**src/design/fib_defines.svh**
```systemverilog
`ifndef FIB_DEFINES_SVH
`define FIB_DEFINES_SVH

// engine sizes
`define FIB_DATA_W 16
`define FIB_REG_N  16
`define FIB_CNT_W  8

////////////////////////////////////////
// host register map
////////////////////////////////////////

// byte addresses on the host bus
`define FIB_ADDR_CTRL   8'h00
`define FIB_ADDR_COUNT  8'h04
`define FIB_ADDR_STATUS 8'h08
`define FIB_ADDR_RESULT 8'h0C

// status word bits
`define FIB_ST_BUSY 0
`define FIB_ST_DONE 1
`define FIB_ST_OVF  2

`endif
```
**src/design/fibCtrlPkg.sv**
```systemverilog
`include "fib_defines.svh"

package fibCtrlPkg;

    // one fibonacci term
    typedef logic [`FIB_DATA_W-1:0] dataWord_t;

    // register file index, R0..R15
    typedef logic [$clog2(`FIB_REG_N)-1:0] regIdx_t;

    // number of terms per run
    typedef logic [`FIB_CNT_W-1:0] termCount_t;

    // what the ALU puts on the write bus
    typedef enum logic [1:0] {
        OP_NOP = 2'd0,
        OP_ONE = 2'd1,
        OP_ADD = 2'd2
    } aluOp_t;

    // run sequence, add states alternate
    typedef enum logic [2:0] {
        IDLE  = 3'd0,
        LOAD0 = 3'd1,
        LOAD1 = 3'd2,
        ADD10 = 3'd3,
        ADD01 = 3'd4
    } ctrlState_t;

    // one step of the engine
    typedef struct packed {
        logic    writeEn;
        regIdx_t writeSel;
        regIdx_t read1;
        regIdx_t read2;
        aluOp_t  aluOp;
    } ctrlWord_t;

endpackage

```
**src/design/fibBusPkg.sv**
```systemverilog
package fibBusPkg;

    // host side address and data
    typedef logic [7:0]  busAddr_t;
    typedef logic [31:0] busData_t;

    // standard AXI response codes
    typedef enum logic [1:0] {
        RESP_OKAY   = 2'b00,
        RESP_EXOKAY = 2'b01,
        RESP_SLVERR = 2'b10,
        RESP_DECERR = 2'b11
    } axiResp_t;

    ////////////////////////////////////////
    // master to slave
    ////////////////////////////////////////
    typedef struct packed {
        busAddr_t   awaddr;
        logic       awvalid;
        busData_t   wdata;
        logic [3:0] wstrb;
        logic       wvalid;
        logic       bready;
        busAddr_t   araddr;
        logic       arvalid;
        logic       rready;
    } axiLiteReq_t;

    ////////////////////////////////////////
    // slave to master
    ////////////////////////////////////////
    typedef struct packed {
        logic     awready;
        logic     wready;
        axiResp_t bresp;
        logic     bvalid;
        logic     arready;
        busData_t rdata;
        axiResp_t rresp;
        logic     rvalid;
    } axiLiteRsp_t;

endpackage

```
**src/design/fibEngine.sv**
```systemverilog
`timescale 1ns/100ps

module fibEngine import fibBusPkg::*, fibCtrlPkg::*; (
    input  logic        clk,
    input  logic        reset,
    input  axiLiteReq_t bus,
    output axiLiteRsp_t busRsp
);

    // host side
    logic       startPulse;
    termCount_t termCount;
    logic       busy;
    logic       done;
    logic       overflow;
    dataWord_t  lastTerm;

    // engine side
    ctrlWord_t  ctrl;
    dataWord_t  readData1;
    dataWord_t  readData2;
    dataWord_t  writeData;
    logic       carry;

    ////////////////////////////////////////
    // host register block
    ////////////////////////////////////////
    hostRegs hostRegs0 (
        .clk        (clk),
        .reset      (reset),
        .bus        (bus),
        .busRsp     (busRsp),
        .startPulse (startPulse),
        .termCount  (termCount),
        .busy       (busy),
        .done       (done),
        .overflow   (overflow),
        .lastTerm   (lastTerm)
    );

    ////////////////////////////////////////
    // engine
    ////////////////////////////////////////
    fibController fibController0 (
        .clk        (clk),
        .reset      (reset),
        .startPulse (startPulse),
        .termCount  (termCount),
        .carry      (carry),
        .ctrl       (ctrl),
        .busy       (busy),
        .done       (done),
        .overflow   (overflow)
    );

    // indices and write enable straight from the control word
    regFile regFile0 (
        .clk       (clk),
        .reset     (reset),
        .ctrl      (ctrl),
        .writeData (writeData),
        .readData1 (readData1),
        .readData2 (readData2)
    );

    fibDatapath fibDatapath0 (
        .clk       (clk),
        .reset     (reset),
        .aluOp     (ctrl.aluOp),
        .readData1 (readData1),
        .readData2 (readData2),
        .writeData (writeData),
        .carry     (carry),
        .lastTerm  (lastTerm)
    );

endmodule

```
**src/design/hostRegs.sv**
```systemverilog
`timescale 1ns/100ps
`include "fib_defines.svh"

module hostRegs import fibBusPkg::*, fibCtrlPkg::*; (
    input  logic        clk,
    input  logic        reset,
    input  axiLiteReq_t bus,
    output axiLiteRsp_t busRsp,
    output logic        startPulse,
    output termCount_t  termCount,
    input  logic        busy,
    input  logic        done,
    input  logic        overflow,
    input  dataWord_t   lastTerm
);

    logic     wrAccept;
    logic     rdAccept;
    logic     bValid;
    logic     rValid;
    axiResp_t bResp;
    axiResp_t rResp;
    busData_t rData;
    busData_t statusWord;
    busData_t readMux;
    axiResp_t readErr;

    ////////////////////////////////////////
    // write channel
    ////////////////////////////////////////

    // address and data taken together, one outstanding response
    assign wrAccept = bus.awvalid && bus.wvalid && !bValid;

    // start request, pulse on the accept cycle
    assign startPulse = wrAccept && (bus.awaddr == `FIB_ADDR_CTRL)
                        && bus.wstrb[0] && bus.wdata[0];

    always_ff @(posedge clk) begin
        if (reset) begin
            bValid    <= 1'b0;
            termCount <= '0;
        end else begin
            if (wrAccept) begin
                bValid <= 1'b1;
            end else if (bus.bready) begin
                bValid <= 1'b0;
            end
            // only COUNT is stored, CTRL is a strobe
            if (wrAccept && (bus.awaddr == `FIB_ADDR_COUNT) && bus.wstrb[0]) begin
                termCount <= bus.wdata[`FIB_CNT_W-1:0];
            end
        end
    end

    // status and result writes are dropped but still OKAY
    always_ff @(posedge clk) begin
        if (wrAccept) begin
            case (bus.awaddr)
                `FIB_ADDR_CTRL, `FIB_ADDR_COUNT,
                `FIB_ADDR_STATUS, `FIB_ADDR_RESULT: bResp <= RESP_OKAY;
                default: bResp <= RESP_SLVERR;
            endcase
        end
    end

    ////////////////////////////////////////
    // read channel
    ////////////////////////////////////////
    assign rdAccept = bus.arvalid && !rValid;

    always_comb begin
        statusWord                = '0;
        statusWord[`FIB_ST_BUSY] = busy;
        statusWord[`FIB_ST_DONE] = done;
        statusWord[`FIB_ST_OVF]  = overflow;
    end

    // register map decode
    always_comb begin
        readMux = '0;
        readErr = RESP_OKAY;
        case (bus.araddr)
            // CTRL has no stored bits
            `FIB_ADDR_CTRL:   readMux = '0;
            `FIB_ADDR_COUNT:  readMux = busData_t'(termCount);
            `FIB_ADDR_STATUS: readMux = statusWord;
            `FIB_ADDR_RESULT: readMux = busData_t'(lastTerm);
            default:          readErr = RESP_SLVERR;
        endcase
    end

    always_ff @(posedge clk) begin
        if (reset) begin
            rValid <= 1'b0;
        end else if (rdAccept) begin
            rValid <= 1'b1;
        end else if (bus.rready) begin
            rValid <= 1'b0;
        end
    end

    // held stable until the master takes it
    always_ff @(posedge clk) begin
        if (rdAccept) begin
            rData <= readMux;
            rResp <= readErr;
        end
    end

    ////////////////////////////////////////
    // response bundle
    ////////////////////////////////////////
    assign busRsp.awready = wrAccept;
    assign busRsp.wready  = wrAccept;
    assign busRsp.bresp   = bResp;
    assign busRsp.bvalid  = bValid;
    assign busRsp.arready = rdAccept;
    assign busRsp.rdata   = rData;
    assign busRsp.rresp   = rResp;
    assign busRsp.rvalid  = rValid;

endmodule

```
**src/design/fibController.sv**
```systemverilog
`timescale 1ns/100ps

module fibController import fibCtrlPkg::*; (
    input  logic       clk,
    input  logic       reset,
    input  logic       startPulse,
    input  termCount_t termCount,
    input  logic       carry,
    output ctrlWord_t  ctrl,
    output logic       busy,
    output logic       done,
    output logic       overflow
);

    ctrlState_t state;
    ctrlState_t nextState;
    termCount_t termsLeft;
    logic       runStart;
    logic       lastWrite;

    // start only from idle with something to do
    assign runStart  = (state == IDLE) && startPulse && (termCount != '0);
    // the write in this cycle is the final term
    assign lastWrite = (state != IDLE) && (termsLeft == termCount_t'(1));

    ////////////////////////////////////////
    // state sequencing
    ////////////////////////////////////////
    always_comb begin
        nextState = state;
        case (state)
            IDLE: begin
                if (runStart) begin
                    nextState = LOAD0;
                end
            end
            LOAD0: nextState = LOAD1;
            LOAD1: nextState = ADD10;
            ADD10: nextState = ADD01;
            ADD01: nextState = ADD10;
            default: nextState = IDLE;
        endcase
        // count reached, back to idle from any step
        if (lastWrite) begin
            nextState = IDLE;
        end
    end

    always_ff @(posedge clk) begin
        if (reset) begin
            state     <= IDLE;
            termsLeft <= '0;
            busy      <= 1'b0;
            done      <= 1'b0;
            overflow  <= 1'b0;
        end else begin
            state <= nextState;
            if (runStart) begin
                // latch N so host writes to COUNT mid-run do no harm
                termsLeft <= termCount;
                busy      <= 1'b1;
                done      <= 1'b0;
                overflow  <= 1'b0;
            end else if (state != IDLE) begin
                termsLeft <= termsLeft - 1'b1;
                // sticky over the whole run
                overflow  <= overflow | carry;
                if (lastWrite) begin
                    busy <= 1'b0;
                    done <= 1'b1;
                end
            end
        end
    end

    ////////////////////////////////////////
    // control word per step
    ////////////////////////////////////////
    always_comb begin
        ctrl = '0;
        case (state)
            // mov R0, 1
            LOAD0: begin
                ctrl.writeEn  = 1'b1;
                ctrl.writeSel = regIdx_t'(0);
                ctrl.aluOp    = OP_ONE;
            end
            // mov R1, 1
            LOAD1: begin
                ctrl.writeEn  = 1'b1;
                ctrl.writeSel = regIdx_t'(1);
                ctrl.aluOp    = OP_ONE;
            end
            // add R1, R0
            ADD10: begin
                ctrl.writeEn  = 1'b1;
                ctrl.writeSel = regIdx_t'(1);
                ctrl.read1    = regIdx_t'(0);
                ctrl.read2    = regIdx_t'(1);
                ctrl.aluOp    = OP_ADD;
            end
            // add R0, R1
            ADD01: begin
                ctrl.writeEn  = 1'b1;
                ctrl.writeSel = regIdx_t'(0);
                ctrl.read1    = regIdx_t'(1);
                ctrl.read2    = regIdx_t'(0);
                ctrl.aluOp    = OP_ADD;
            end
            default: ctrl.aluOp = OP_NOP;
        endcase
    end

endmodule

```
**src/design/fibDatapath.sv**
```systemverilog
`timescale 1ns/100ps
`include "fib_defines.svh"

module fibDatapath import fibCtrlPkg::*; (
    input  logic      clk,
    input  logic      reset,
    input  aluOp_t    aluOp,
    input  dataWord_t readData1,
    input  dataWord_t readData2,
    output dataWord_t writeData,
    output logic      carry,
    output dataWord_t lastTerm
);

    // one extra bit for the carry out of bit 15
    logic [`FIB_DATA_W:0] sum;

    assign sum = {1'b0, readData1} + {1'b0, readData2};

    ////////////////////////////////////////
    // ALU and source select
    ////////////////////////////////////////
    always_comb begin
        writeData = '0;
        carry     = 1'b0;
        case (aluOp)
            // seed value for R0 and R1
            OP_ONE: writeData = dataWord_t'(1);
            OP_ADD: begin
                writeData = sum[`FIB_DATA_W-1:0];
                carry     = sum[`FIB_DATA_W];
            end
            default: begin
                writeData = '0;
                carry     = 1'b0;
            end
        endcase
    end

    // follows every write into the register file
    always_ff @(posedge clk) begin
        if (reset) begin
            lastTerm <= '0;
        end else if (aluOp != OP_NOP) begin
            lastTerm <= writeData;
        end
    end

endmodule

```
**src/design/regFile.sv**
```systemverilog
`timescale 1ns/100ps
`include "fib_defines.svh"

module regFile import fibCtrlPkg::*; (
    input  logic      clk,
    input  logic      reset,
    input  ctrlWord_t ctrl,
    input  dataWord_t writeData,
    output dataWord_t readData1,
    output dataWord_t readData2
);

    // sixteen general registers
    dataWord_t regs [`FIB_REG_N];

    ////////////////////////////////////////
    // write port
    ////////////////////////////////////////
    always_ff @(posedge clk) begin
        if (reset) begin
            for (int i = 0; i < `FIB_REG_N; i++) begin
                regs[i] <= '0;
            end
        end else if (ctrl.writeEn) begin
            regs[ctrl.writeSel] <= writeData;
        end
    end

    ////////////////////////////////////////
    // read ports
    ////////////////////////////////////////

    // async, same-cycle write not visible yet
    assign readData1 = regs[ctrl.read1];
    assign readData2 = regs[ctrl.read2];

endmodule

```
**config.mk**
```make
export PLATFORM = sky130hd
export DESIGN_NAME = fibEngine
export DESIGN_NICKNAME = d
export VERILOG_FILES = /design/src/design/fibCtrlPkg.sv /design/src/design/fibBusPkg.sv /design/src/design/fibEngine.sv /design/src/design/hostRegs.sv /design/src/design/fibController.sv /design/src/design/fibDatapath.sv /design/src/design/regFile.sv
export VERILOG_INCLUDE_DIRS = /design/src /design/src/design
export SDC_FILE = /design/constraint.sdc
export NUM_CORES = 1
export LEC_CHECK = 0
export BUFFER_PORTS_ARGS = -buffer_cell sky130_fd_sc_hd__buf_2
export CAP_MARGIN = 10
export CORE_ASPECT_RATIO = 1.2
export CORE_MARGIN = 2
export CORE_UTILIZATION = 50
export DETAILED_ROUTE_END_ITERATION = 10
export GPL_TIMING_DRIVEN = 0
export PLACE_DENSITY = 0.67
export SLEW_MARGIN = 10
export SYNTH_ARGS = -nofsm -noshare
export SYNTH_HDL_FRONTEND = slang
export SYNTH_HIERARCHICAL = 1
export SYNTH_SLANG_ARGS = --single-unit
```
**constraint.sdc**
```tcl
create_clock -name clk -period 12.3 [get_ports clk]
set_input_delay 1.845 -clock clk [delete_from_list [all_inputs] [get_ports clk]]
set_output_delay 1.845 -clock clk [all_outputs]
set_load 0.005 [all_outputs]
```
==> results.ini <==
[global_route]
global_route.usage.total=0.2323
grt_max_degree=20
vias_in_the_first_global_route=11270
grt_overflow_total=0
grt_first_pass_wirelength_um=63900
antenna_violations_before_repair=0

[clocking]
clock_insertion_delay_worst_skew_ps=540
ctsHoldBuffers=0
htree_levels=2
numCtsBuffers=34
worst_setup_hold_path_clk_slew_ps=60
numClockSinks=314
tritoncts_clock_tree=done
clock_path_buffers=3
root_buffer=sky130_fd_sc_hd__clkbuf_16
cts.repair_timing.setup_buffer_count=0
postCtsResizedCells=0

[floorplanning]
floorplan.initialDensity=0.5075
die_height_um=207.5
ioPinCount=100
fp.dieArea_mm2=0.03600
chipWidth_um=173.5
core.rowCount=74
core-area_mm2=0.03398

[logic_synthesis]
synth-xor-area-share=0.006094
ys_seq_area_frac=0.5235
syn_avg_cell_area_um2=13.49
dominant_combinational_cell_family_by_area_after_synthesis=multiplexers
ys_ff_latch=314
synth_fa_ha_area_frac=0.01640
synth_compound_area_frac=0.06283
synth-async-reset-ratio=0
edff_count_synth=274
ys.warnings.count=6
synth_cell_type_count=80
synth_top_flop_cell=sky130_fd_sc_hd__edfxtp_1
yosys-mux-area-fraction=0.1790
synthesis.instances=1278
mappedNetlistArea_mm2=0.01725
post_synth_and_or_nand_nor_area_fraction=0.1719

[worst_setup_path]
crit_path_top_delay_cell=sky130_fd_sc_hd__nor2b_1
reg2reg_depth=17
worst-endpoint-required_ps=12710
cp-startpoint=fibController0/state[1]
rr_startpoint=fibController0/state[1]
end_kind=flop
path_cells=nor2b_1 > nand2_1 > inv_1 > buf_2 > buf_2 > mux4_2 > a22oi_1 > nand2_1 > ha_1 > a21oi_1 > nor2_1 > nor3_2 > a31oi_4 > xnor2_1 > nor2_1 > clkbuf_1 > and2_1
critPathMaxFanout=10
timing_worst_setup_path_type=reg -> reg
cp.arrival_ps=5990
critPathLaunchType=flop
timing.critical_path.slowest_cell_delay_ps=750

[timing]
final_min_period_over_clock_period=0.4536
worst_slew_margin_rel=0.3720
hold_viol_final=0
period_minus_slack_ps=5579
fin_worst_skew_ps=18.65
rsz_0062_raised_after_global_routing=no
fmaxAchievable_mhz=179.2
fin_hold_ws_ps=463.4
timing.final.ws_setup_ps=6721
finalSetupViolations=0
timing.final.max_slew_violations=0
tightestPinTransition_ps=934.7
totalNegativeSetupSlack_ps=0

[flow_run]
max_cap_violations=0

[routing]
drtPass1Iterations=5
final_antenna_net_count=0
dr_total_vias=10730
avgViaCountPerCell=5.740
postRouteWirelength_um=40840
drc=0
drtIter0Drc=881
routed_wire_length_per_instance_um=21.84

[worst_hold_path]
hold_class=reg -> reg
timing.hold.worst.start=fibDatapath0/lastTerm[5]
min_path_cells=2

[layout]
area_delta_synth_final_pct=11.26
drive_gt1_frac=0.2482
num_antenna_cells=0
n_fill_cell=2793
num-nets-final=1473

[run_status]
run_status=finished clean

[placement]
port_buffers=53
detailed_place_hpwl_um=31080
pre_cts_ws_ps=6814
finalWeightedCongestion=0.8935

[power_and_ir_drop]
p_leak_uw=0.006981
worst_ir_drop_vdd_v=0.00007559
power.density_cell_area_mw_per_mm2=123.4
p_total_uw=2369

[per-stage QoR]
stage                     instances    util  area (um2)
after detailed placement       1812  0.5350       18180
after global placement         1812  0.5349       18180
after global routing           1870  0.5647       19190
after CTS                      1870  0.5647       19190
final                          1870  0.5647       19190
after floorplan                1303       -       17340
[area by class of cell]
cell class / count / area, um2 / area share
Inverter: 10 / 37.54 / 0.001956
Clock buffer: 47 / 939.7 / 0.04897
Sequential cell: 314 / 9029 / 0.4705
Clock inverter: 11 / 70.07 / 0.003652
Tap cell: 456 / 570.5 / 0.02973
Buffer: 124 / 650.6 / 0.03391
Timing Repair Buffer: 53 / 265.3 / 0.01382
Multi-Input combinational cell: 855 / 7626 / 0.3974
[placed cells by master, fill, tap and decap left out, drive strengths merged, types with 3 or more instances in the layout]
| cell | synthesis | routed |
|---|---|---|
| a21o | 8 | 8 |
| inv | 10 | 14 |
| a221oi | 3 | 3 |
| edfxtp | 274 | 274 |
| nor4 | 6 | 6 |
| o21ai | 8 | 8 |
| a31oi | 5 | 5 |
| o21a | 3 | 3 |
| o32ai | 3 | 3 |
| nor3 | 13 | 13 |
| and4 | 4 | 4 |
| ha | 21 | 21 |
| nand3 | 17 | 17 |
| and2 | 269 | 269 |
| conb | 2 | 27 |
| clkbuf | 62 | 109 |
| o22ai | 4 | 4 |
| or2 | 21 | 21 |
| mux2 | 3 | 3 |
| mux4 | 128 | 128 |
| nor2 | 61 | 61 |
| a21oi | 18 | 18 |
| xnor2 | 8 | 8 |
| xor2 | 4 | 4 |
| a211oi | 8 | 8 |
| nand2 | 61 | 61 |
| or4 | 3 | 3 |
| nand2b | 20 | 20 |
| nand4 | 3 | 3 |
| a22oi | 68 | 68 |
| or4b | 3 | 3 |
| nor2b | 10 | 10 |
| o211ai | 4 | 4 |
| clkinv | 0 | 7 |
| buf | 62 | 115 |
| dfxtp | 40 | 40 |
| mux2i | 17 | 17 |
[power by group]
part           leakage, uW  switching (uW)  internal, uW  total [uW]
Sequential         0.00314            16.0          1190        1210
Combinational      0.00334             126          90.0         216
Clock             0.000495             411           535         946
Total              0.00698             553          1820        2370
[layer usage]
| layer | global-route usage | part of all wire |
|---|---|---|
| met1 | 0.2808 | 0.39 |
| met2 | 0.4175 | 0.52 |
| met3 | 0.03260 | 0.056 |
| met4 | 0.09527 | 0.036 |
| met5 | 0 | 0 |
[final timing paths]
check        slack (ps)                        to
min                 460  fibDatapath0/lastTerm[5]
max                6720      regFile0/regs[0][14]
min reg2reg         460  fibDatapath0/lastTerm[5]
max reg2reg        6720      regFile0/regs[0][14]
[registers in the layout, summed over array words and instances (netlist names)]
register,count
fibController0/state,3
hostRegs0/rData,16
hostRegs0/bResp,1
fibController0/busy,1
hostRegs0/bValid,1
fibDatapath0/lastTerm,16
fibController0/done,1
regFile0/regs,256
hostRegs0/termCount,8
fibController0/overflow,1
hostRegs0/rResp,1
hostRegs0/rValid,1
fibController0/termsLeft,8
[worst max-delay path, delay by kind of cell, from the launching register on]
kind | cells | cell delay [ps]
AND/OR/NAND/NOR | 7 | 1960
buffers and inverters | 4 | 1180
AO/OA/AOI/OAI | 3 | 710
multiplexers | 1 | 610
flip-flops | 1 | 450
adder cells (fa/ha/maj) | 1 | 370
XOR/XNOR | 1 | 160
[logic make-up (layout without fill, tap and decap cells)]
group	count (synthesis)	in the layout
AOI/OAI and AO/OA	143	143
adders and majority gates	22	22
DFF	314	314
muxes	148	148
xor gates and xnor gates	12	12
and+or+nand+nor	503	503
buffers and inverters	134	245
other	2	27
[synth_stat cells, drive strengths merged, types with 2 or more instances]
cell | n | area, um2
o21a | 3 | 22.52
conb | 2 | 7.510
nand2 | 61 | 229.0
nand4 | 3 | 18.77
dfxtp | 40 | 800.8
nand4bb | 2 | 32.53
a31oi | 5 | 46.29
mux2 | 3 | 33.78
or4b | 3 | 33.78
nor2 | 61 | 244.0
nor3 | 13 | 96.35
a211oi | 8 | 65.06
a21o | 8 | 61.31
inv | 10 | 37.54
mux2i | 17 | 170.2
and2 | 269 | 1703
o32ai | 3 | 26.28
o21ai | 8 | 47.54
xnor2 | 8 | 70.07
edfxtp | 274 | 8228
or4 | 3 | 22.52
nand2b | 20 | 125.1
o22ai | 4 | 25.02
and4 | 4 | 37.54
mux4 | 128 | 2883
nand3 | 17 | 85.08
clkbuf | 62 | 247.7
or2 | 21 | 133.9
a22oi | 68 | 515.5
ha | 21 | 262.8
xor2 | 4 | 35.03
nor2b | 10 | 62.56
o221ai | 2 | 17.52
buf | 62 | 402.9
a21oi | 18 | 105.1
nor4 | 6 | 58.80
or3 | 2 | 12.51
o211ai | 4 | 40.03
a221oi | 3 | 26.28
No activity file was read; power rests on OpenSTA's default activity.
